--- config.mk ---
export PLATFORM = sky130hd
export DESIGN_NAME = cdata_sequencer
export DESIGN_NICKNAME = d
export VERILOG_FILES = /design/src/logic/tlx_cmd_pkg.sv /design/src/logic/cdata_sequencer.sv
export VERILOG_INCLUDE_DIRS = /design/src /design/src/logic
export SDC_FILE = /design/constraint.sdc
export NUM_CORES = 1
export LEC_CHECK = 0
export BUFFER_PORTS_ARGS = -buffer_cell sky130_fd_sc_hd__clkbuf_2
export CORE_AREA = 2 2 602 604
export CTS_BUF_LIST = sky130_fd_sc_hd__clkbuf_8
export DETAILED_ROUTE_END_ITERATION = 6
export DIE_AREA = 0 0 604 606
export SYNTH_ARGS = -nofsm -noshare
export SYNTH_HDL_FRONTEND = slang
export SYNTH_SLANG_ARGS = --single-unit
--- constraint.sdc ---
create_clock -name clock_tlx -period 13.1 [get_ports clock_tlx]
set_clock_uncertainty 0.1 [all_clocks]
set_input_delay 0.655 -clock clock_tlx [delete_from_list [all_inputs] [get_ports clock_tlx]]
set_output_delay 0.655 -clock clock_tlx [all_outputs]
set_load 0.05 [all_outputs]
--- src/logic/tlx_cmd_settings.svh ---
`ifndef TLX_CMD_SETTINGS_SVH
`define TLX_CMD_SETTINGS_SVH

// ----------------------------------------------------------------------
// queue geometry
// ----------------------------------------------------------------------

// address width of each host-side queue, 16 entries
`define TLX_QUEUE_AW 4

// occupancy at which the host ready flag drops
`define TLX_QUEUE_HALF 8

// ----------------------------------------------------------------------
// TLX credits
// ----------------------------------------------------------------------

// command credit counter width
`define TLX_CMD_CREDIT_W 4

// write data credit counter width
`define TLX_DATA_CREDIT_W 6

// data credits needed before any command may go out
`define TLX_MIN_DATA_CREDIT 2

`endif
--- src/logic/tlx_cmd_pkg.sv ---
`default_nettype none

package tlx_cmd_pkg;

  `include "tlx_cmd_settings.svh"

  // ----------------------------------------------------------------------
  // TLX command fields
  // ----------------------------------------------------------------------
  typedef logic [7:0]  opcode_t;
  // effective address or object handle
  typedef logic [67:0] ea_t;
  typedef logic [15:0] afutag_t;
  // 1 is 64 bytes, 2 is 128 bytes
  typedef logic [1:0]  dl_t;
  typedef logic [2:0]  pl_t;
  typedef logic [11:0] actag_t;
  typedef logic [19:0] pasid_t;

  localparam dl_t DL_128B = 2'd2;

  // 129 bits, pasid in the top bits and opcode in the bottom
  typedef struct packed {
    pasid_t  pasid;
    actag_t  actag;
    pl_t     pl;
    dl_t     dl;
    afutag_t afutag;
    ea_t     ea;
    opcode_t opcode;
  } tlx_cmd_t;

  // ----------------------------------------------------------------------
  // data and configuration
  // ----------------------------------------------------------------------
  typedef logic [511:0]  cdata_beat_t;
  // low half is the even beat
  typedef logic [1023:0] cdata_line_t;
  typedef logic [15:0]   bdf_t;

  typedef logic [`TLX_CMD_CREDIT_W-1:0]  cmd_credit_t;
  typedef logic [`TLX_DATA_CREDIT_W-1:0] data_credit_t;

  // arbiter turn
  typedef enum logic {CHAN_READ = 1'b0, CHAN_WRITE = 1'b1} chan_e;

  // write data beat sequencer
  typedef enum logic {BEAT_IDLE = 1'b0, BEAT_ODD = 1'b1} beat_state_e;

endpackage

`default_nettype wire

--- src/logic/cdata_sequencer.sv ---
`timescale 1ns/1ps
`default_nettype none

module cdata_sequencer (
  input  wire logic                     clock_tlx,
  input  wire logic                     resetn,
  input  wire logic                     grant,
  input  wire logic                     grant_is_write,
  input  wire tlx_cmd_pkg::dl_t         grant_dl,
  input  wire tlx_cmd_pkg::cdata_line_t line,
  output logic                          data_pop,
  output logic                          lane_busy,
  output logic                          cdata_valid,
  output tlx_cmd_pkg::cdata_beat_t      cdata_bus
);

  import tlx_cmd_pkg::*;

  beat_state_e state;
  cdata_beat_t odd_beat;

  // data line leaves its queue together with the write command
  assign data_pop  = grant && grant_is_write;
  assign lane_busy = (state == BEAT_ODD);

  // ----------------------------------------------------------------------
  // beat control
  // ----------------------------------------------------------------------
  always_ff @(posedge clock_tlx or negedge resetn)
  begin
    if (!resetn)
    begin
      state       <= BEAT_IDLE;
      cdata_valid <= 1'b0;
    end
    else
    begin
      cdata_valid <= data_pop || (state == BEAT_ODD);
      if (state == BEAT_ODD)
      begin
        state <= BEAT_IDLE;
      end
      else if (data_pop && (grant_dl == DL_128B))
      begin
        state <= BEAT_ODD;
      end
    end
  end

  // even half goes out with the command, odd half waits a cycle
  always_ff @(posedge clock_tlx)
  begin
    if (data_pop)
    begin
      cdata_bus <= line[511:0];
      odd_beat  <= line[1023:512];
    end
    else if (state == BEAT_ODD)
    begin
      cdata_bus <= odd_beat;
    end
  end

endmodule

`default_nettype wire

Word-level counts from Yosys, hierarchy flattened --
Index checks and enable logic that the tools add are counted.
Word-level totals: bits in registers 1026, input port bits 1030, word-level logic and storage cells 13
Cells by class: eq/ne operators 1, multiplexer cells 4, reductions and logical operators 4
Operators by type and width (number):
- 2-to-1 mux 512 bit | 2
- == test 2 bit, second input constant | 1
- logical AND 1 bit | 2
- 2-to-1 mux 1 bit | 2
- nonzero test 2 bit | 1
- logical OR 1 bit | 1

Logic depth before layout (Yosys ltp) --
depth after elaboration 4, mapped depth 5, mapped depth without buffers 2

Least setup slack after synthesis --
No wires, ideal clock.
kind flip-flop to flip-flop, start point register state, in the netlist lane_busy, end point register cdata_valid, arrival 12.924 ns, setup slack -1.359 ns, cell stages (with the launch flop) 2, clock period less this slack 14.459 ns, cells stage by stage dfrtp_1 -> nand2b_1
Between the ends: word-level cells in the longest chain between the ends 1
RTL lines:
- from (decl) | line cdata_sequencer.sv:19 | beat_state_e state;
- from (signal assigned) | line cdata_sequencer.sv:33 | state <= BEAT_IDLE;
- from (signal assigned) | line cdata_sequencer.sv:41 | state <= BEAT_IDLE;
- from (signal assigned) | line cdata_sequencer.sv:45 | state <= BEAT_ODD;
- logical OR 1 bit | line cdata_sequencer.sv:38 | cdata_valid <= data_pop || (state == BEAT_ODD);
- to (signal assigned) | line cdata_sequencer.sv:38
- to (decl) | line cdata_sequencer.sv:13 | output logic cdata_valid,
No other way between the ends. A chain may end at the register's enable or synchronous reset.

Worst setup path in the final report --
start point register state, in the netlist lane_busy, end point register cdata_bus[422] (enable)
Between the ends: word-level cells in the longest chain between the ends 1
RTL lines:
- nonzero test 2 bit (no line)
- to (signal assigned) | line cdata_sequencer.sv:55 | cdata_bus <= line[511:0];
- to (signal assigned) | line cdata_sequencer.sv:60 | cdata_bus <= odd_beat;
- to (decl) | line cdata_sequencer.sv:14 | output tlx_cmd_pkg::cdata_beat_t cdata_bus
No other way between the ends.

==> flow_metrics.env <==
export IMPL_layout_cells_non_filler=9428
export IMPL_synth_cells=1599
export IMPL_yosys_top_cells_count="1024 x edfxtp_1, 347 x mux2_4, 165 x mux2_2"
export IMPL_synthFlopType="edfxtp_1"
export IMPL_path_cells="nand2b_4, buf_12, buf_4, buf_12"
export IMPL_dr_total_vias=29800
export IMPL_netlist_top_cells_area="edfxtp_1 80%, mux2_4 14%, mux2_2 4.8%"
export IMPL_setup_viol=0
export IMPL_ys_types=11
export IMPL_routed_wl_um=292000
export IMPL_cts_setup_buffers=0
export IMPL_p_switching_mw=2.53
export IMPL_setup_tns_ps=0
export IMPL_cts_tree="done"
export IMPL_grt_pass1_wl_um=353000
export IMPL_vias_per_cell=3.16
export IMPL_insertion_delay_ps=1000
export IMPL_synthArstFlopShare_pct=0.195
export IMPL_die_w_um=604
export IMPL_syn_num_nets=2629
export IMPL_hp_class="primary input to flop"
export IMPL_cp_max_fo=141
export IMPL_maxCapViolCount=0
export IMPL_dp_cells=7899
export IMPL_antenna_found_initial=407
export IMPL_overflow=0
export IMPL_synth_compound_area_share_pct=0
export IMPL_core_um2=360000
export IMPL_synth_simple_gate_area_share_pct=0.0651
export IMPL_cts_buffer_depth=4
export IMPL_path_clk_slew_ps=80
export IMPL_synth_warnings=0
export IMPL_cts_sinks=1026
export IMPL_grt_pass1_vias=29800
export IMPL_slew_violations=0
export IMPL_crit_required_ps=13570
export IMPL_seq_area_um2=30800
export IMPL_avgSynthCellArea_um2=24.0
export IMPL_numCtsBuffers=198
export IMPL_synth_most_common_cell="edfxtp_1"
export IMPL_drc_errors=0
export IMPL_fillers=39000
export IMPL_routabilityCongestion=0.960
export IMPL_fmax_mhz=241
export IMPL_routedWlPerCell_um=31.0
export IMPL_first_pass_iters=5
export IMPL_cpLargestDelayFamily="buffers and inverters"
export IMPL_clock_power_share_pct=39.4
export IMPL_synth_top_area_share_pct=80.0
export IMPL_layout_min_cycle_time_ps=4150
export IMPL_final_antenna_net_count=0
export IMPL_synth_top_family_by_area="multiplexers"
export IMPL_cts_htree_levels=4
export IMPL_max_slew_margin_pct=22.8
export IMPL_startpoint_type="flop"
export IMPL_netSwitchingFraction_pct=29.0
export IMPL_dieArea_um2=366000
export IMPL_layout_drive_gt1_share_pct=52.2
export IMPL_die_height_um=606
export IMPL_max_stage_delay_ps=730
export IMPL_path_class="flop to flop"
export IMPL_utilization_pct=18.5
export IMPL_p_total_mw=8.73
export IMPL_hold_ws_ps=274
export IMPL_report_final_hold_viol_count=0
export IMPL_synth_mux_area_share_pct=18.4
export IMPL_port_buffers=1544
export IMPL_multi_input_area_um2=7110
export IMPL_drt_iter0_drc=2633
export IMPL_areaGrowthSynthToFinish_pct=73.0
export IMPL_gr_usage_all_layers_pct=15.2
export IMPL_period_share_pct=31.7
export IMPL_synth_xor_xnor_area_share_pct=0
export IMPL_worst_pin_slew_ps=1160
export IMPL_io_pins=1545
export IMPL_grt_max_degree=142
export IMPL_p_per_area_nw_per_um2=131
export IMPL_cts_root_buf="clkbuf_8"
export IMPL_synth_seq_area_share_pct=80.1
export IMPL_synthesis_area_um2=38400
export IMPL_p_seq_share_pct=45.5
export IMPL_cp_buffers_inverters=3
export IMPL_arrival_ps=4620
export IMPL_start_util_pct=10.7
export IMPL_comb_power_share_pct=15.1
export IMPL_postSynthRegisterBits=1026
export IMPL_rsz0062_at_grt="false"
export IMPL_crit_path_end_kind="flop"
export IMPL_synth_edf_count=1024
export IMPL_p_int_mw=6.20
export IMPL_outcome="finished, final reports clean"
export IMPL_netlist_top_cell_by_area="edfxtp_1"
export IMPL_crit_path_top_delay_cell="nand2b_4"
export IMPL_ctsResizeCount=0
export IMPL_rows=221
export IMPL_cts_hold_buffers_added=1028
export IMPL_place_hpwl_um=247000
export IMPL_synthAdderAreaFrac_pct=0
export IMPL_ir_drop_uv=73.8
export IMPL_leakage_nw=26.5
export IMPL_crit_top_cell="buf_12"
export IMPL_nets=5363
## cell families after synthesis
kind of cell,Yosys count
DFF,1026
muxes,512
buffers and inverters,58
and+or+nand+nor,3
## path summary, 6_finish.rpt
| kind | start | to | slack [ps] | depth (start not counted) |
|---|---|---|---|---|
| max | lane_busy$_DFF_PN0_ | cdata_bus[422]$_DFFE_PP_ | 8950 | 4 |
| min | line[536] | odd_beat[24]$_DFFE_PP_ | 270 | 2 |
| max reg2reg | lane_busy$_DFF_PN0_ | cdata_bus[422]$_DFFE_PP_ | 8950 | 4 |
| min reg2reg | odd_beat[418]$_DFFE_PP_ | cdata_bus[418]$_DFFE_PP_ | 430 | 1 |
| max in group asynchronous | resetn | cdata_valid$_DFF_PN0_ | 12000 | 3 |
| min in group asynchronous | resetn | lane_busy$_DFF_PN0_ | 600 | 3 |
## metal layers
metal  vias to the layer above  share of wire, %  track usage (%)
li1                      12100                 -                -
met1                     14500                40             18.7
met2                      2036                45             24.3
met3                       894                10             6.09
met4                       242               4.1             4.88
met5                         -              0.55                0
## flip-flops by register name (all words and copies together) (netlist names)
signal	flops
cdata_bus	512
odd_beat	512
cdata_valid	1
lane_busy	1
## cell usage in the layout (no fill, tap or decap)
master,instances
buf_12,6
buf_4,13
bufinv_16,18
clkbuf_2,1544
clkbuf_8,198
clkinv_1,48
clkinv_2,27
clkinv_4,5
clkinv_8,2
clkinvlp_4,5
dfrtp_1,2
diode_2,148
dlygate4sd3_1,1028
edfxtp_1,1024
inv_1,41
inv_12,5
inv_6,3
inv_8,2
mux2_2,165
mux2_4,347
nand2_4,1
nand2b_4,1
nor4b_2,1
## power by group through the flow
stage               clock [mW]  combinational, mW  sequential [mW]
floorplan                    0              0.293             4.31
global placement             0              0.962             4.04
detailed placement           0              0.972             4.04
CTS                       3.59               1.35             3.97
global route              3.70               1.38             3.98
finish                    3.44               1.32             3.97
## area by class of cell
| type | count | area share (%) |
|---|---|---|
| well taps | 4794 | 9.02 |
| multi-input cells | 515 | 10.7 |
| flip-flops and latches | 1026 | 46.3 |
| clock buffers | 198 | 4.10 |
| diodes | 148 | 0.557 |
| clock inverters | 155 | 1.87 |
| inverters | 1 | 0.0169 |
| repair buffers | 2591 | 27.4 |
## metrics by stage
stage               instance area (um^2)  setup WS [ps]
floorplan                          38400            781
global route                       66300           8730
finish                             66500           8950
global placement                   51900           8670
detailed placement                 51900           8560
CTS                                66100           8880
(Power assumes the default switching activity.)
