<file path="config.mk">
export PLATFORM = sky130hd
export DESIGN_NAME = cmd_queue
export DESIGN_NICKNAME = d
export VERILOG_FILES = /design/src/logic/cmd_queue.sv
export VERILOG_INCLUDE_DIRS = /design/src /design/src/logic
export SDC_FILE = /design/constraint.sdc
export NUM_CORES = 2
export LEC_CHECK = 0
export BUFFER_PORTS_ARGS = -buffer_cell sky130_fd_sc_hd__clkbuf_2
export CELL_PAD_IN_SITES_DETAIL_PLACEMENT = 0
export CELL_PAD_IN_SITES_GLOBAL_PLACEMENT = 2
export CORE_ASPECT_RATIO = 1.5
export CORE_UTILIZATION = 35
export CTS_BUF_LIST = sky130_fd_sc_hd__clkbuf_2
export DETAILED_ROUTE_END_ITERATION = 8
export GPL_TIMING_DRIVEN = 0
export PLACE_DENSITY = 0.71
export SETUP_SLACK_MARGIN = 0.5
export SYNTH_ARGS = -nofsm -noshare
export SYNTH_HDL_FRONTEND = slang
export SYNTH_SLANG_ARGS = --single-unit
</file>
<file path="constraint.sdc">
create_clock -name clock_tlx -period 18.92 [get_ports clock_tlx]
set_input_delay 3.784 -clock clock_tlx [delete_from_list [all_inputs] [get_ports clock_tlx]]
set_output_delay 3.784 -clock clock_tlx [all_outputs]
set_load 0.05 [all_outputs]
</file>
<file path="src/logic/tlx_cmd_settings.svh">
`ifndef TLX_CMD_SETTINGS_SVH
`define TLX_CMD_SETTINGS_SVH

// ----------------------------------------------------------------------
// queue geometry
// ----------------------------------------------------------------------

// address width of each host-side queue, 16 entries
`define TLX_QUEUE_AW 4

// occupancy at which the host ready flag drops
`define TLX_QUEUE_HALF 8

// ----------------------------------------------------------------------
// TLX credits
// ----------------------------------------------------------------------

// command credit counter width
`define TLX_CMD_CREDIT_W 4

// write data credit counter width
`define TLX_DATA_CREDIT_W 6

// data credits needed before any command may go out
`define TLX_MIN_DATA_CREDIT 2

`endif
</file>
<file path="src/logic/cmd_queue.sv">
`timescale 1ns/1ps
`default_nettype none

`include "tlx_cmd_settings.svh"

module cmd_queue #(
  parameter int WIDTH = 129
) (
  input  wire logic             clock_tlx,
  input  wire logic             resetn,
  input  wire logic             push,
  input  wire logic [WIDTH-1:0] push_data,
  input  wire logic             pop,
  output logic      [WIDTH-1:0] pop_data,
  output logic                  not_empty,
  output logic                  ready,
  output logic                  overflow
);

  localparam int DEPTH = 1 << `TLX_QUEUE_AW;

  logic [WIDTH-1:0]         mem [DEPTH];
  logic [`TLX_QUEUE_AW-1:0] wr_ptr;
  logic [`TLX_QUEUE_AW-1:0] rd_ptr;
  logic [`TLX_QUEUE_AW:0]   count;
  logic                     full;
  logic                     push_ok;
  logic                     pop_ok;

  assign full      = (count == (`TLX_QUEUE_AW+1)'(DEPTH));
  assign not_empty = (count != '0);
  assign push_ok   = push && !full;
  assign pop_ok    = pop && not_empty;

  // host stops sending at half occupancy, leaves room for strobes in flight
  assign ready     = (count < (`TLX_QUEUE_AW+1)'(`TLX_QUEUE_HALF));

  assign pop_data  = mem[rd_ptr];

  // storage
  always_ff @(posedge clock_tlx)
  begin
    if (push_ok)
    begin
      mem[wr_ptr] <= push_data;
    end
  end

  // pointers, occupancy and sticky overflow
  always_ff @(posedge clock_tlx or negedge resetn)
  begin
    if (!resetn)
    begin
      wr_ptr   <= '0;
      rd_ptr   <= '0;
      count    <= '0;
      overflow <= 1'b0;
    end
    else
    begin
      if (push_ok)
      begin
        wr_ptr <= wr_ptr + 1'b1;
      end
      if (pop_ok)
      begin
        rd_ptr <= rd_ptr + 1'b1;
      end
      count <= count + (`TLX_QUEUE_AW+1)'(push_ok) - (`TLX_QUEUE_AW+1)'(pop_ok);
      // strobe into a full queue is dropped
      if (push && full)
      begin
        overflow <= 1'b1;
      end
    end
  end

  // the arbiter only pops a queue that reported an entry
  assert property (@(posedge clock_tlx) disable iff (!resetn) pop |-> not_empty);

endmodule

`default_nettype wire

</file>
### Word level (Yosys, flattened, before mapping)

Memories as Yosys holds them, arrays and structs flattened.
Index checks and enable logic that the tools add are counted.

* flip-flop bits (word level): 14
* RAM bits: 2064
* input bits: 133
* word-level logic and storage cells: 18
* memories: 1

* $add $sub $neg: 4
* $lt $le $gt $ge: 1
* equal/unequal tests: 1
* multiplexer cells: 2
* reductions and logical operators: 5

Memory list
* mem: depth 16, width 129, read ports 1, clocked after Yosys merged registers in 0, write ports 1, line cmd_queue.sv:22 `logic [WIDTH-1:0] mem [DEPTH];`

Operators with widths (count)
* adder 4 x 1 -> 4 bit (second input constant): 2
* adder 5 x 1 -> 5 bit: 1
* == test 5 bit (second input constant): 1
* < comparator 5 x 4 -> 1 bit (second input constant): 1
* nonzero test 5 bit: 1
* subtractor 5 x 1 -> 5 bit: 1
* logical AND 1 bit: 3
* two-way mux 1 bit: 2
* zero test 1 bit: 1

### Depth between registers and ports, before layout

* word-level depth: 5
* gate-level depth with buffers: 14

### Worst setup path after synthesis

No wires, ideal clock.

* path type: input port to flip-flop
* start point: in push
* end point: mem mem[1][0], enable pin
* setup time: 933 ps
* arrival: 16407 ps
* data required time: 17987 ps
* setup slack: 1580 ps
* stages on the path: 4
* path buffers: 1
* path through: nor2b_1 clkbuf_1 inv_1 nor4_1

* cells in the longest elaborated chain, start to end: 3

Ends and longest elaborated chain
* start: declaration: line cmd_queue.sv:11 `input wire logic push,`
* logical AND 1 bit: line cmd_queue.sv:32 `assign push_ok = push && !full;`
* two-way mux 1 bit: line cmd_queue.sv:43 `if (push_ok)`
* two-way mux 1 bit (implied by the code): line cmd_queue.sv:45 `mem[wr_ptr] <= push_data;`
* end: declaration: line cmd_queue.sv:22

No other way between the ends.

### Final worst setup path

* start point: reg rd_ptr[1]
* end point: out pop_data[95]

* cells in the longest elaborated chain, start to end: 1

Ends and longest elaborated chain
* start: declaration: line cmd_queue.sv:24 `` logic [`TLX_QUEUE_AW-1:0] rd_ptr; ``
* start signal: assignment: line cmd_queue.sv:67 `rd_ptr <= rd_ptr + 1'b1;`
* memory read (16 x 129 bit)
* end: declaration: line cmd_queue.sv:14 `output logic [WIDTH-1:0] pop_data,`

No other way between the ends.

==> flow_summary.html <==
<table>
<tr><th>Metric</th><th>Value</th></tr>
<tr><th colspan="2">Setup path</th></tr>
<tr><td>Critical path endpoint category</td><td>output pin</td></tr>
<tr><td>Family of cells with the greatest summed delay on the critical path</td><td>buffers and inverters</td></tr>
<tr><td>CP bufs+invs</td><td>4</td></tr>
<tr><td>Slowest-stage cell, CP</td><td>sky130_fd_sc_hd__clkbuf_1</td></tr>
<tr><td>Required time worst endpoint</td><td>15.14 ns</td></tr>
<tr><td>Crit-path max cell delay</td><td>0.87 ns</td></tr>
<tr><td>Startpoint types</td><td>flop</td></tr>
<tr><td>Largest driver fanout on the critical path</td><td>10</td></tr>
<tr><td>Type of the setup path with the least slack</td><td>flop to output pin</td></tr>
<tr><td>Data arrival time of the critical path</td><td>~4.7 ns</td></tr>
<tr><td>Crit-path cells</td><td>buf_6, buf_2, clkbuf_1, mux4_2, a22oi_1, nand2_1, clkbuf_2</td></tr>
<tr><th colspan="2">Placed design</th></tr>
<tr><td>Post-DP HPWL</td><td>139000 µm</td></tr>
<tr><td>RePlAce Congestion</td><td>0.721</td></tr>
<tr><td>Port-buffer cells</td><td>264</td></tr>
<tr><td>Placement Cell Area</td><td>87200 µm²</td></tr>
<tr><th colspan="2">Route</th></tr>
<tr><td>Avg WL per Cell</td><td>26.6 µm</td></tr>
<tr><td>Detailed-router iteration count before antenna repair</td><td>5</td></tr>
<tr><td>Uppermost routed layer</td><td>met5</td></tr>
<tr><td>Number of DRC markers after the initial detailed-route iteration</td><td>3275</td></tr>
<tr><td>Overall via count from detail_route</td><td>between 40000 and 50000</td></tr>
<tr><td>Number of nets with antenna violations after detailed routing</td><td>0</td></tr>
<tr><td>WL met2</td><td>110000 µm</td></tr>
<tr><td>DRT Wirelength</td><td>about 210000 µm</td></tr>
<tr><td>Vias per Instance</td><td>5.14</td></tr>
<tr><td>DRC violation count after routing</td><td>0</td></tr>
<tr><td>DRT met1 WL</td><td>roughly 85000 µm</td></tr>
<tr><td>Met3 WL</td><td>~15000 µm</td></tr>
<tr><th colspan="2">Timing</th></tr>
<tr><td>Number of failing setup endpoints in the final timing report</td><td>0</td></tr>
<tr><td>Slew at the pin with the worst max-slew slack</td><td>1.09 ns</td></tr>
<tr><td>Worst max-slew margin expressed relative to the limit</td><td>27.3%</td></tr>
<tr><td>Final count of hold timing violations</td><td>0</td></tr>
<tr><td>Post-route fraction of the period consumed by the critical path</td><td>45.0%</td></tr>
<tr><td>Max-slew violations</td><td>0</td></tr>
<tr><td>Post-route minimum period</td><td>8.51 ns</td></tr>
<tr><td>FMAX</td><td>0.117 GHz</td></tr>
<tr><td>Worst Clk Skew</td><td>0.188 ns</td></tr>
<tr><td>RSZ-0062 raised after global routing</td><td>false</td></tr>
<tr><th colspan="2">Run status</th></tr>
<tr><td>Result of the run</td><td>finished, final reports clean</td></tr>
<tr><th colspan="2">Synth</th></tr>
<tr><td>Synth top area cells</td><td>sky130_fd_sc_hd__edfxtp_1, sky130_fd_sc_hd__mux4_2, sky130_fd_sc_hd__mux2i_1</td></tr>
<tr><td>Fraction of post-synthesis cell area in the top cell type by area</td><td>about 77%</td></tr>
<tr><td>Number of nets produced by synthesis</td><td>3930</td></tr>
<tr><td>Count of different cell masters after synthesis</td><td>34</td></tr>
<tr><td>Gate Count Post-Synth</td><td>3784</td></tr>
<tr><td>Post-synth EDFFs</td><td>roughly 2100</td></tr>
<tr><td>Register bit count reported by yosys</td><td>2078</td></tr>
<tr><td>Primary flip-flop cell chosen by synthesis mapping</td><td>sky130_fd_sc_hd__edfxtp_1</td></tr>
<tr><td>Sequential share of the synthesized area</td><td>77.8%</td></tr>
<tr><td>Dominant cell type by area after synthesis</td><td>sky130_fd_sc_hd__edfxtp_1</td></tr>
<tr><td>Ys async rst share</td><td>0.674%</td></tr>
<tr><td>Mean instance size in the synthesized netlist</td><td>between 20 and 25 µm²</td></tr>
<tr><td>Post-synthesis cell area</td><td>80100 µm²</td></tr>
<tr><td>Synthesis Warnings</td><td>0</td></tr>
<tr><th colspan="2">Floorplanning</th></tr>
<tr><td>Horizontal die dimension</td><td>393 µm</td></tr>
<tr><td>Initial Util</td><td>between 30% and 40%</td></tr>
<tr><td>Die span in y</td><td>588 µm</td></tr>
<tr><td>Core Rows</td><td>about 210</td></tr>
<tr><td>Die Outline Area</td><td>231000 µm²</td></tr>
<tr><td>Core footprint</td><td>about 230000 µm²</td></tr>
<tr><td>Boundary Pins</td><td>265</td></tr>
<tr><th colspan="2">Clock tree</th></tr>
<tr><td>Cts hold-fix bufs</td><td>0</td></tr>
<tr><td>Clock-pin slew on the worst setup and hold paths</td><td>0.11 ns</td></tr>
<tr><td>Number of setup buffers added after CTS</td><td>0</td></tr>
<tr><td>Number of buffers created by CTS</td><td>approximately 490</td></tr>
<tr><td>Clock tree sinks</td><td>roughly 2100</td></tr>
<tr><td>Gates resized, CTS repair</td><td>0</td></tr>
<tr><td>Cell at the root of the clock tree</td><td>sky130_fd_sc_hd__clkbuf_2</td></tr>
<tr><td>Count of H-tree levels built during CTS</td><td>5</td></tr>
<tr><td>Clock tree from TritonCTS</td><td>yes</td></tr>
<tr><td>Maximum buffer depth of the clock tree</td><td>4</td></tr>
<tr><td>Clock network latency to the later pin of the worst-skew pair</td><td>1.64 ns</td></tr>
<tr><th colspan="2">Hold path</th></tr>
<tr><td>HP Class</td><td>flop to flop</td></tr>
<tr><th colspan="2">Cells and area</th></tr>
<tr><td>Layout overhead on the synthesized area</td><td>14.2%</td></tr>
<tr><td>Design Area, Final</td><td>91500 µm²</td></tr>
<tr><td>Share of final-layout standard cells stronger than drive strength 1</td><td>between 30% and 40%</td></tr>
<tr><td>Final net count</td><td>4831</td></tr>
<tr><th colspan="2">Global routing</th></tr>
<tr><td>Pin count of the biggest net entering global routing</td><td>45</td></tr>
<tr><td>Overall routing resource usage</td><td>18.5%</td></tr>
<tr><td>Via count of the first global-routing pass</td><td>43841</td></tr>
<tr><td>First-pass GRT wire length</td><td>306000 µm</td></tr>
<tr><td>Antenna violations before repair</td><td>56</td></tr>
<tr><td>Remaining Overflow, GRT</td><td>0</td></tr>
<tr><th colspan="2">Power</th></tr>
<tr><td>Final total power</td><td>14.3 mW</td></tr>
<tr><td>Peak supply drop</td><td>0.132 mV</td></tr>
<tr><td>PwrDens</td><td>157 nW/µm²</td></tr>
<tr><td>Static Leak</td><td>31.6 nW</td></tr>
<tr><th colspan="2">Run</th></tr>
<tr><td>Number of max-cap violations</td><td>0</td></tr>
</table>
==> synthesized netlist by cell type, types with 5 or more instances <==
master / count
sky130_fd_sc_hd__and2_1: 10
sky130_fd_sc_hd__o21ai_0: 55
sky130_fd_sc_hd__nor2_1: 6
sky130_fd_sc_hd__buf_6: 32
sky130_fd_sc_hd__a22oi_1: 128
sky130_fd_sc_hd__clkbuf_1: 60
sky130_fd_sc_hd__mux4_2: 261
sky130_fd_sc_hd__edfxtp_1: 2064
sky130_fd_sc_hd__nand2_1: 131
sky130_fd_sc_hd__buf_2: 87
sky130_fd_sc_hd__inv_1: 14
sky130_fd_sc_hd__a221oi_2: 98
sky130_fd_sc_hd__buf_4: 28
sky130_fd_sc_hd__ha_1: 12
sky130_fd_sc_hd__buf_1: 7
sky130_fd_sc_hd__a221oi_1: 158
sky130_fd_sc_hd__dfrtp_1: 14
sky130_fd_sc_hd__o21ai_1: 74
sky130_fd_sc_hd__mux2i_1: 512
sky130_fd_sc_hd__xnor2_1: 5
==> worst reg2reg max path, stage by stage (launching register included) <==
cell	delay (ns)
sky130_fd_sc_hd__dfrtp_1	0.37
sky130_fd_sc_hd__inv_1	0.07
sky130_fd_sc_hd__ha_1	0.20
sky130_fd_sc_hd__nor4bb_1	0.16
sky130_fd_sc_hd__nor2b_1	0.12
sky130_fd_sc_hd__clkbuf_1	0.27
sky130_fd_sc_hd__inv_1	0.24
sky130_fd_sc_hd__nor4_2	0.66
sky130_fd_sc_hd__buf_4	0.28
sky130_fd_sc_hd__buf_4	0.19
sky130_fd_sc_hd__buf_4	0.19
sky130_fd_sc_hd__buf_4	0.20
sky130_fd_sc_hd__buf_4	0.18
sky130_fd_sc_hd__buf_4	0.19
sky130_fd_sc_hd__buf_4	0.20
==> worst paths after layout <==
kind	from	endpoint	slack, ns	cells after the start
min in group asynchronous	resetn	count[3]	2.05	1
max in group asynchronous	resetn	rd_ptr[0]	16.47	1
worst max register to register	count[2]	mem[1][47]	15.00	14
worst max-delay path	rd_ptr[1]	pop_data[95]	10.41	7
worst min-delay path	overflow	overflow	0.49	1
worst min register to register	overflow	overflow	0.49	1
==> routing by layer <==
layer,global-route usage (%),vias up
li1,-,18119
met1,22.9,21652
met2,31.9,1413
met3,4.42,359
met4,5.24,52
met5,0,-
==> logic make-up after synthesis <==
kind of cell    Yosys count  synth area share [%]
flops                  2078                  77.8
mux                     774                  13.8
compound gates          517                  5.60
buf+inv                 233                  1.69
simple gates            160                 0.831
fa+ha+maj                13                 0.212
xor+xnor                  9                0.0984
==> sequential cells by signal (all words and copies together) (netlist names) <==
register,count
mem,2064
wr_ptr,4
overflow,1
count,5
rd_ptr,4
==> metrics by stage <==
stage	setup slack [ns]	TNS [ns]	std cells	utilization, %	hold slack (ns)
6_report	10.41	0	8090	40.3	0.486
3_3_place_gp	-15.67	-8042.89	7072	37.5	0.452
2_1_floorplan	1.58	0	3784	-	0.494
4_1_cts	10.12	0	8080	40.3	0.496
3_5_place_dp	11.95	0	7222	38.4	0.462
5_1_grt	10.11	0	8084	40.3	0.527
==> power by group <==
group | total (mW) | switching (mW) | internal [mW]
clock | 2.80 | 1.74 | 1.07
combinational | 5.93 | 4.11 | 1.83
sequential | 5.60 | 0.0858 | 5.52
total | 14.3 | 5.93 | 8.41
==> placed cells by master (no fill, tap or decap), types with 5 or more instances in the layout <==
| cell type | n |
|---|---|
| sky130_fd_sc_hd__a22oi_1 | 128 |
| sky130_fd_sc_hd__bufinv_16 | 6 |
| sky130_fd_sc_hd__clkinv_1 | 136 |
| sky130_fd_sc_hd__a221oi_1 | 158 |
| sky130_fd_sc_hd__inv_1 | 14 |
| sky130_fd_sc_hd__buf_12 | 29 |
| sky130_fd_sc_hd__mux4_2 | 261 |
| sky130_fd_sc_hd__buf_6 | 34 |
| sky130_fd_sc_hd__clkbuf_2 | 959 |
| sky130_fd_sc_hd__buf_4 | 128 |
| sky130_fd_sc_hd__inv_2 | 6 |
| sky130_fd_sc_hd__buf_2 | 87 |
| sky130_fd_sc_hd__diode_2 | 10 |
| sky130_fd_sc_hd__o21ai_1 | 74 |
| sky130_fd_sc_hd__and2_4 | 8 |
| sky130_fd_sc_hd__buf_1 | 7 |
| sky130_fd_sc_hd__xnor2_1 | 5 |
| sky130_fd_sc_hd__ha_1 | 12 |
| sky130_fd_sc_hd__clkbuf_1 | 56 |
| sky130_fd_sc_hd__edfxtp_1 | 2064 |
| sky130_fd_sc_hd__clkinv_2 | 13 |
| sky130_fd_sc_hd__a221oi_2 | 98 |
| sky130_fd_sc_hd__nand2_1 | 131 |
| sky130_fd_sc_hd__buf_16 | 19 |
| sky130_fd_sc_hd__o21ai_0 | 55 |
| sky130_fd_sc_hd__dfrtp_1 | 14 |
| sky130_fd_sc_hd__mux2i_1 | 512 |
==> cell type report <==
cell class | count | area, µm²
diodes | 10 | 25.0
plain buffers | 219 | 1310
clock buffers | 691 | 3460
clock inverters | 167 | 828
fillers | 20751 | 136000
inverters | 14 | 52.6
multi-input cells | 1473 | 16500
flip-flops and latches | 2078 | 62300
well taps | 3024 | 3780
repair buffers | 414 | 3200
No activity file was read; power rests on OpenSTA's default activity.
