### src/logic/tlx_cmd_settings.svh
`ifndef TLX_CMD_SETTINGS_SVH
`define TLX_CMD_SETTINGS_SVH

// ----------------------------------------------------------------------
// queue geometry
// ----------------------------------------------------------------------

// address width of each host-side queue, 16 entries
`define TLX_QUEUE_AW 4

// occupancy at which the host ready flag drops
`define TLX_QUEUE_HALF 8

// ----------------------------------------------------------------------
// TLX credits
// ----------------------------------------------------------------------

// command credit counter width
`define TLX_CMD_CREDIT_W 4

// write data credit counter width
`define TLX_DATA_CREDIT_W 6

// data credits needed before any command may go out
`define TLX_MIN_DATA_CREDIT 2

`endif
### src/logic/tlx_cmd_pkg.sv
`default_nettype none

package tlx_cmd_pkg;

  `include "tlx_cmd_settings.svh"

  // ----------------------------------------------------------------------
  // TLX command fields
  // ----------------------------------------------------------------------
  typedef logic [7:0]  opcode_t;
  // effective address or object handle
  typedef logic [67:0] ea_t;
  typedef logic [15:0] afutag_t;
  // 1 is 64 bytes, 2 is 128 bytes
  typedef logic [1:0]  dl_t;
  typedef logic [2:0]  pl_t;
  typedef logic [11:0] actag_t;
  typedef logic [19:0] pasid_t;

  localparam dl_t DL_128B = 2'd2;

  // 129 bits, pasid in the top bits and opcode in the bottom
  typedef struct packed {
    pasid_t  pasid;
    actag_t  actag;
    pl_t     pl;
    dl_t     dl;
    afutag_t afutag;
    ea_t     ea;
    opcode_t opcode;
  } tlx_cmd_t;

  // ----------------------------------------------------------------------
  // data and configuration
  // ----------------------------------------------------------------------
  typedef logic [511:0]  cdata_beat_t;
  // low half is the even beat
  typedef logic [1023:0] cdata_line_t;
  typedef logic [15:0]   bdf_t;

  typedef logic [`TLX_CMD_CREDIT_W-1:0]  cmd_credit_t;
  typedef logic [`TLX_DATA_CREDIT_W-1:0] data_credit_t;

  // arbiter turn
  typedef enum logic {CHAN_READ = 1'b0, CHAN_WRITE = 1'b1} chan_e;

  // write data beat sequencer
  typedef enum logic {BEAT_IDLE = 1'b0, BEAT_ODD = 1'b1} beat_state_e;

endpackage

`default_nettype wire

### src/logic/cmd_arbiter.sv
`timescale 1ns/1ps
`default_nettype none

module cmd_arbiter (
  input  wire logic                  clock_tlx,
  input  wire logic                  resetn,
  input  wire tlx_cmd_pkg::tlx_cmd_t wr_head,
  input  wire logic                  wr_avail,
  input  wire tlx_cmd_pkg::tlx_cmd_t rd_head,
  input  wire logic                  rd_avail,
  input  wire logic                  issue_ok,
  input  wire logic                  lane_busy,
  output logic                       wr_pop,
  output logic                       rd_pop,
  output logic                       grant,
  output logic                       grant_is_write,
  output tlx_cmd_pkg::dl_t           grant_dl,
  output logic                       cmd_valid,
  output tlx_cmd_pkg::tlx_cmd_t      cmd
);

  import tlx_cmd_pkg::*;

  chan_e turn;
  logic  wr_ok;

  // ----------------------------------------------------------------------
  // grant selection
  // ----------------------------------------------------------------------

  // odd data beat still owns the lane, hold writes one cycle
  assign wr_ok = wr_avail && !lane_busy;

  always_comb
  begin
    grant = issue_ok && (wr_ok || rd_avail);
    if (wr_ok && rd_avail)
    begin
      grant_is_write = (turn == CHAN_WRITE);
    end
    else
    begin
      grant_is_write = wr_ok;
    end
  end

  assign wr_pop   = grant && grant_is_write;
  assign rd_pop   = grant && !grant_is_write;
  assign grant_dl = grant_is_write ? wr_head.dl : rd_head.dl;

  // ----------------------------------------------------------------------
  // turn and TLX command register
  // ----------------------------------------------------------------------

  // read goes first after reset, turn flips on every grant
  always_ff @(posedge clock_tlx or negedge resetn)
  begin
    if (!resetn)
    begin
      turn      <= CHAN_READ;
      cmd_valid <= 1'b0;
    end
    else
    begin
      cmd_valid <= grant;
      if (grant)
      begin
        turn <= (turn == CHAN_READ) ? CHAN_WRITE : CHAN_READ;
      end
    end
  end

  always_ff @(posedge clock_tlx)
  begin
    if (grant)
    begin
      cmd <= grant_is_write ? wr_head : rd_head;
    end
  end

  // only one queue head leaves per cycle
  assert property (@(posedge clock_tlx) disable iff (!resetn) !(wr_pop && rd_pop));

endmodule

`default_nettype wire

### config.mk
export PLATFORM = sky130hd
export DESIGN_NAME = cmd_arbiter
export DESIGN_NICKNAME = d
export VERILOG_FILES = /design/src/logic/tlx_cmd_pkg.sv /design/src/logic/cmd_arbiter.sv
export VERILOG_INCLUDE_DIRS = /design/src /design/src/logic
export SDC_FILE = /design/constraint.sdc
export NUM_CORES = 1
export LEC_CHECK = 0
export BUFFER_PORTS_ARGS = -buffer_cell sky130_fd_sc_hd__buf_4
export CORE_AREA = 4 4 152 154
export DETAILED_ROUTE_END_ITERATION = 12
export DIE_AREA = 0 0 156 158
export PLACE_DENSITY = 0.58
export REMOVE_ABC_BUFFERS = 1
export SLEW_MARGIN = 10
export SYNTH_ARGS = -nofsm -noshare
export SYNTH_HDL_FRONTEND = slang
export SYNTH_SLANG_ARGS = --single-unit
### constraint.sdc
create_clock -name clock_tlx -period 3.2 [get_ports clock_tlx]
set_input_delay 0.16 -clock clock_tlx [delete_from_list [all_inputs] [get_ports clock_tlx]]
set_output_delay 0.16 -clock clock_tlx [all_outputs]
set_load 0.02 [all_outputs]
## Word level (Yosys, flattened, before mapping)

Cells that the tools add are included.

- Mux-type cells: 4
- Reduce and logical (&&, ||, !) cells: 8

Operators by type and width:

| kind | count |
|---|---|
| two-way mux 129 bit | 1 |
| logical AND 1 bit | 5 |
| zero test 1 bit | 2 |
| two-way mux 1 bit | 2 |
| two-way mux 2 bit | 1 |
| logical OR 1 bit | 1 |

- Bits in registers: 131
- Input bits: 264
- Output and inout bits: 136
- Word-level logic and storage cells: 21

## Logic depth before layout (Yosys ltp)

Gate-level depths: netlist of run 1.

- Depth in word-level cells: 6
- Mapped depth: 6
- Depth with buffers taken out: 4

## Least setup slack after synthesis of run 1

No wires, ideal clock.

- Path type: input -> register
- Start point: input port wr_avail
- End point: register cmd[0] (netlist name), enable pin
- Library setup time: 0.508 ns
- Arrival: 3.387 ns
- Data required time: 2.692 ns
- Path slack: -0.694 ns
- Stages: 2
- Path buffers: 0
- Cells stage by stage: nor2b_4 o21a_1

- Cells in the longest elaborated chain, start to end: 3

RTL lines:

| element | line | RTL |
|---|---|---|
| from (decl) | cmd_arbiter.sv:8 | `input wire logic wr_avail,` |
| logical AND 1 bit | cmd_arbiter.sv:32 | `assign wr_ok = wr_avail && !lane_busy;` |
| logical OR 1 bit | cmd_arbiter.sv:36 | `grant = issue_ok && (wr_ok \|\| rd_avail);` |
| logical AND 1 bit | cmd_arbiter.sv:36 |  |
| net grant | cmd_arbiter.sv:15 | `output logic grant,` |
| to (signal assigned) | cmd_arbiter.sv:77 | `cmd <= grant_is_write ? wr_head : rd_head;` |
| to (decl) | cmd_arbiter.sv:19 | `output tlx_cmd_pkg::tlx_cmd_t cmd` |

The timed path passes the listed nets, and every way through them passes these cells.
A chain may end at the register's enable or synchronous reset.

## Final worst setup path of run 1

- Start point: register turn
- End point: output port grant_dl[0]

- Cells in the longest elaborated chain, start to end: 2

RTL lines:

| element | line | RTL |
|---|---|---|
| from (decl) | cmd_arbiter.sv:24 | `chan_e turn;` |
| from (signal assigned) | cmd_arbiter.sv:68 | `turn <= (turn == CHAN_READ) ? CHAN_WRITE : CHAN_READ;` |
| two-way mux 1 bit | cmd_arbiter.sv:37 | `if (wr_ok && rd_avail)` |
| two-way mux 2 bit | cmd_arbiter.sv:49 | `assign grant_dl = grant_is_write ? wr_head.dl : rd_head.dl;` |
| to (decl) | cmd_arbiter.sv:17 | `output tlx_cmd_pkg::dl_t grant_dl,` |

Every way passes these cells.

==> results.ini, run 1 <==
[clock_tree]
cts_tree=yes
numCtsBuffers=17
cts_hold_buf=1
cts_resized=0
root_buffer=clkbuf_16
htreeDepth=4
cts.sinks=131
clk_pin_slew_ns=0.06
clock_latency_ns=0.40
clockBufferDepth=2
post_cts_buffers=0

[critical_path]
cp_slowest_stage_delay_ns=0.42
slowest_stage=dfrtp_1
crit_path_start_kind=flip-flop
critPathRequiredTime_ns=3.04
path_delay_family=buffers and inverters
path_buf_inv=2
critPathCaptureType=output port
arrival_ns=2.00
critical_path_class=flip-flop to output port
worstPathCellList=o21ai_4 > buf_12 > mux2_4 > buf_4
rrSetupSlack_ns=1.44
cp_max_fo=56

[logic_synthesis]
synth_cell_types=15
yosysWarnings=0
synth_area_um2=6060
synth_seq_area_share=0.647
syn_inst=284
syn_area_per_cell_um2=21.3
ys_seq_elements=131

[drt]
drtPass1Iterations=4
drt_iter0_markers=134
viasPerCell=4.17
routed_wl_um=17800
vias=4107
drcViolationCount=0
drtAntennaViolNets=0
wl_per_cell_um=18.1

[grt]
overflow=0
grt_pass1_wl_um=25100
grt_usage=0.136
grt_max_degree=61
grt_pass1_vias=4445
antenna_found_initial=0

[pwr]
switching_share=0.235
pwr-share-clk=0.391
p_switching_uw=1220
p_int_uw=3980
p_comb_frac=0.206
ir_drop_uv=312
power_uw=5210
pwr-share-seq=0.403
power_leakage_uw=0.00456
p_per_area_nw_per_um2=527

[min_path]
hold_path.class=input pin to flip-flop

[floorplan]
rows=54
initial_core_util=0.280
chipWidth_um=156
die_area_um2=24600
core_um2=21700
fp.dieH_um=158
io_pins=400

[placement]
io_buffers=399
dp_hpwl_um=14100
place_area_um2=9250
gp_congestion=0.829
post-place-cells=954

[layout]
utilization=0.455
fillers=1892
layout-area-overhead-vs-synth_pct=62.8
fin_cells=986
fin_area_um2=9870
final_cell_mix=buf_4 (401), edfxtp_1 (129), mux2_4 (99)
fin_nets=958
drive_above_1_share=0.803
final_common_cell=buf_4
diodes=0

[timing]
final.min_clock_period_ns=2.16
hold_viol=0
finClkSkew_ns=0.00533
rsz0062_at_grt=false
worstMarginPinSlew_ns=0.655
slew_headroom=0.563
setup_viol=0
post-route-period-util=0.676
max_freq_ghz=0.462
finalMaxSlewViolations=0

[job]
max_cap_violations=0

[status]
run_status=complete, no violations

## registers in the layout (all words and copies together) (netlist names)
| name | count |
|---|---|
| turn | 1 |
| cmd | 129 |
| cmd_valid | 1 |
## logic make-up after synthesis
kind of cell | Yosys count | synth area share
DFF | 131 | 0.647
and+or+nand+nor | 3 | 0.00392
buffers and inverters | 17 | 0.0419
xor gates and xnor gates | 1 | 0.00144
muxes | 129 | 0.301
AOI/OAI and AO/OA | 3 | 0.00475
## routing by layer
layer | vias up | part of all wire | global-route usage
met3 | 15 | 0.11 | 0.0590
met2 | 221 | 0.54 | 0.250
met5 | - | 0 | 0
li1 | 1931 | - | -
met4 | 0 | 0.014 | 0.0459
met1 | 1940 | 0.33 | 0.137
## path summary, 6_finish.rpt
kind                                   from                  end  depth (start not counted)
min in group asynchronous            resetn     turn$_DFFE_PN0P_                          2
max reg2reg                turn$_DFFE_PN0P_    cmd[26]$_DFFE_PP_                          3
min                             rd_head[51]    cmd[51]$_DFFE_PP_                          2
max in group asynchronous            resetn  cmd_valid$_DFF_PN0_                          2
min reg2reg                turn$_DFFE_PN0P_     turn$_DFFE_PN0P_                          2
max                        turn$_DFFE_PN0P_          grant_dl[0]                          4
## Yosys cell counts (all sizes together)
library cell | instances | share of area
a21oi | 1 | 0.00082
buf | 14 | 0.040
o21ai | 1 | 0.0027
inv | 3 | 0.0019
o21a | 1 | 0.0012
nor2b | 1 | 0.0023
edfxtp | 129 | 0.64
mux2 | 129 | 0.30
xnor2 | 1 | 0.0014
nand2 | 1 | 0.00062
dfrtp | 2 | 0.0083
and2 | 1 | 0.0010
## metrics by stage
step	setup WS [ns]	hold WS (ns)	TNS (ns)
2_1_floorplan	-1.09	-0.136	-204.52
3_3_place_gp	1.36	-0.0545	0
3_5_place_dp	1.28	-0.0517	0
4_1_cts	0.994	0.0282	0
5_1_grt	0.965	0.0289	0
6_report	1.04	0.0522	0
## power by group through the flow
stage	Clock (uW)	Sequential [uW]	Combinational (uW)
after floorplan	0	2290	463
after global placement	0	2130	1080
after detailed placement	0	2140	1090
after CTS	2090	2100	1100
after global routing	2170	2110	1140
final	2030	2100	1070
## area by class of cell
| type | instances | area, um^2 | share of cell area |
|---|---|---|---|
| clock buffers | 18 | 429 | 0.0435 |
| clock inverters | 13 | 185 | 0.0188 |
| inverters | 3 | 11.3 | 0.00114 |
| multi-input cells | 136 | 1890 | 0.192 |
| flip-flops and latches | 131 | 3920 | 0.397 |
| well taps | 280 | 350 | 0.0355 |
| repair buffers | 405 | 3080 | 0.312 |
Note: power is estimated with default switching activity, not from simulation.
==> inputs of run 2 (changes only) <==
--- a/config.mk
+++ b/config.mk
@@ -10,7 +10,7 @@
 export CORE_AREA = 4 4 152 154
 export DETAILED_ROUTE_END_ITERATION = 12
 export DIE_AREA = 0 0 156 158
-export PLACE_DENSITY = 0.58
+export PLACE_DENSITY = 0.56
 export REMOVE_ABC_BUFFERS = 1
 export SLEW_MARGIN = 10
 export SYNTH_ARGS = -nofsm -noshare
==> constraint.sdc (replaced) <==
create_clock -name clock_tlx -period 2.1 [get_ports clock_tlx]
set_input_delay 0.105 -clock clock_tlx [delete_from_list [all_inputs] [get_ports clock_tlx]]
set_output_delay 0.105 -clock clock_tlx [all_outputs]
set_load 0.02 [all_outputs]
==> run 2 against run 1 <==
  * The run now fails in 4_1_cts
  * Synthesized area unchanged
  * Synthesized cell count unchanged
==> results.ini, run 2 <==
[floorplan]
rows=54  ; unchanged
initial_core_util=0.280  ; unchanged
io_pins=400  ; unchanged
fp.dieH_um=158  ; unchanged
chipWidth_um=156  ; unchanged

[clock_tree]
root_buffer=clkbuf_16  ; unchanged
cts_hold_buf=202  ; was 1
numCtsBuffers=17  ; unchanged
htreeDepth=4  ; unchanged
post_cts_buffers=1  ; was 0
clockBufferDepth=2  ; unchanged
cts_resized=0  ; unchanged
cts.sinks=131  ; unchanged

[logic_synthesis]
synth_area_um2=6060  ; unchanged
synth_edf_count=129  ; unchanged
synth_xor_area_frac=0.00144  ; unchanged
synthSimpleGateAreaFrac=0.00392  ; unchanged
syn_inst=284  ; unchanged
synth_commonest_cells=edfxtp_1 (129), mux2_4 (99), mux2_2 (30), buf_12 (11), buf_4 (3)  ; unchanged
synth_area_leader_cell=edfxtp_1  ; unchanged
yosys.area_share.adder=0  ; unchanged
synth.top_cell.area_share=0.639  ; unchanged
syn_area_per_cell_um2=21.3  ; unchanged
synthArstFlopShare=0.0153  ; unchanged
synthMuxAreaShare=0.301  ; unchanged
synth.most_common_cell=edfxtp_1  ; unchanged
synth_top_family_by_area=multiplexers  ; unchanged
yosys-top-cells-area=edfxtp_1 (64%), mux2_4 (25%), mux2_2 (5.6%)  ; unchanged
synthFlopType=edfxtp_1  ; unchanged
ys_seq_elements=131  ; unchanged
synth_seq_area_share=0.647  ; unchanged
synth_compound_area_frac=0.00475  ; unchanged
synth_cell_types=15  ; unchanged
yosysWarnings=0  ; unchanged

[placement]
gp_congestion=0.823  ; was 0.829
place_area_um2=9480  ; was 9250 um^2
io_buffers=399  ; unchanged
dp_hpwl_um=14900  ; was 14,100 um

[status]
firstError=[ERROR RSZ-0060] Max buffer count reached.
run_status=stopped before the end  ; was complete, no violations
lastStage=4_1_cts

## run 2: kinds of logic after synthesis
family          count (synthesis)
compound gates                  3
xor+xnor                        1
buf+inv                        17
flops                         131
mux                           129
simple gates                    3
## run 2: stage by stage
| stage | hold WS, ns | setup WS, ns | cells | utilization |
|---|---|---|---|---|
| detailed placement | -0.106 | 0.348 | 976 | 0.437 |
| global placement | -0.109 | 0.388 | 976 | 0.437 |
| floorplan | -0.191 | -2.13 | 270 | - |
==> inputs of run 3 (changes only) <==
--- a/config.mk
+++ b/config.mk
@@ -7,10 +7,10 @@
 export NUM_CORES = 1
 export LEC_CHECK = 0
 export BUFFER_PORTS_ARGS = -buffer_cell sky130_fd_sc_hd__buf_4
-export CORE_AREA = 4 4 152 154
+export CORE_MARGIN = 4
+export CORE_UTILIZATION = 20
 export DETAILED_ROUTE_END_ITERATION = 12
-export DIE_AREA = 0 0 156 158
-export PLACE_DENSITY = 0.56
+export PLACE_DENSITY_LB_ADDON = 0.15
 export REMOVE_ABC_BUFFERS = 1
 export SLEW_MARGIN = 10
 export SYNTH_ARGS = -nofsm -noshare
==> run 3 against run 2 <==
  * The run again fails in 4_1_cts
  * Synthesized area unchanged
  * Synthesized cell count did not move
==> results.ini, run 3 <==
[clock_tree]
cts.sinks=131  ; unchanged
post_cts_buffers=0  ; was 1
clockBufferDepth=2  ; unchanged
numCtsBuffers=17  ; unchanged
htreeDepth=4  ; unchanged
cts_resized=0  ; unchanged
cts_hold_buf=220  ; was 202
root_buffer=clkbuf_16  ; unchanged

[floorplan]
chipWidth_um=182  ; was 156 um
initial_core_util=0.203  ; was 0.280
fp.dieH_um=182  ; was 158 um
rows=63  ; was 54
io_pins=400  ; unchanged

[status]
run_status=stopped before the end  ; unchanged
lastStage=4_1_cts  ; unchanged
firstError=[ERROR RSZ-0060] Max buffer count reached.  ; unchanged

[placement]
place_area_um2=9410  ; was 9480 um^2
pre_cts_slack_ns=0.328  ; was 0.348 ns
gp_congestion=0.787  ; was 0.823
io_buffers=399  ; unchanged
dp_hpwl_um=14600  ; was 14,900 um

[logic_synthesis]
ys_seq_elements=131  ; unchanged
synthArstFlopShare=0.0153  ; unchanged
synth_seq_area_share=0.647  ; unchanged
synth.top_cell.area_share=0.639  ; unchanged
syn_area_per_cell_um2=21.3  ; unchanged
synth_commonest_cells=edfxtp_1 (129), mux2_4 (99), mux2_2 (30), buf_12 (11), buf_4 (3)  ; unchanged
synth_area_leader_cell=edfxtp_1  ; unchanged
yosysWarnings=0  ; unchanged
synth_cell_types=15  ; unchanged
synth.most_common_cell=edfxtp_1  ; unchanged
synth_edf_count=129  ; unchanged
yosys-top-cells-area=edfxtp_1 (64%), mux2_4 (25%), mux2_2 (5.6%)  ; unchanged
synth_area_um2=6060  ; unchanged
syn_inst=284  ; unchanged
synthFlopType=edfxtp_1  ; unchanged

-- run 3: cell counts after synthesis --
Identical to the previous run, type by type.
-- run 3: logic make-up after synthesis --
logic type	count (synthesis)	synth area share
muxes	129	0.301
and+or+nand+nor	3	0.00392
DFF	131	0.647
buffers and inverters	17	0.0419
xor gates and xnor gates	1	0.00144
AOI/OAI and AO/OA	3	0.00475
-- run 3: metrics by stage --
step           TNS, ns  instances
3_5_place_dp         0       1064
3_3_place_gp         0       1064
2_1_floorplan  -488.48        270
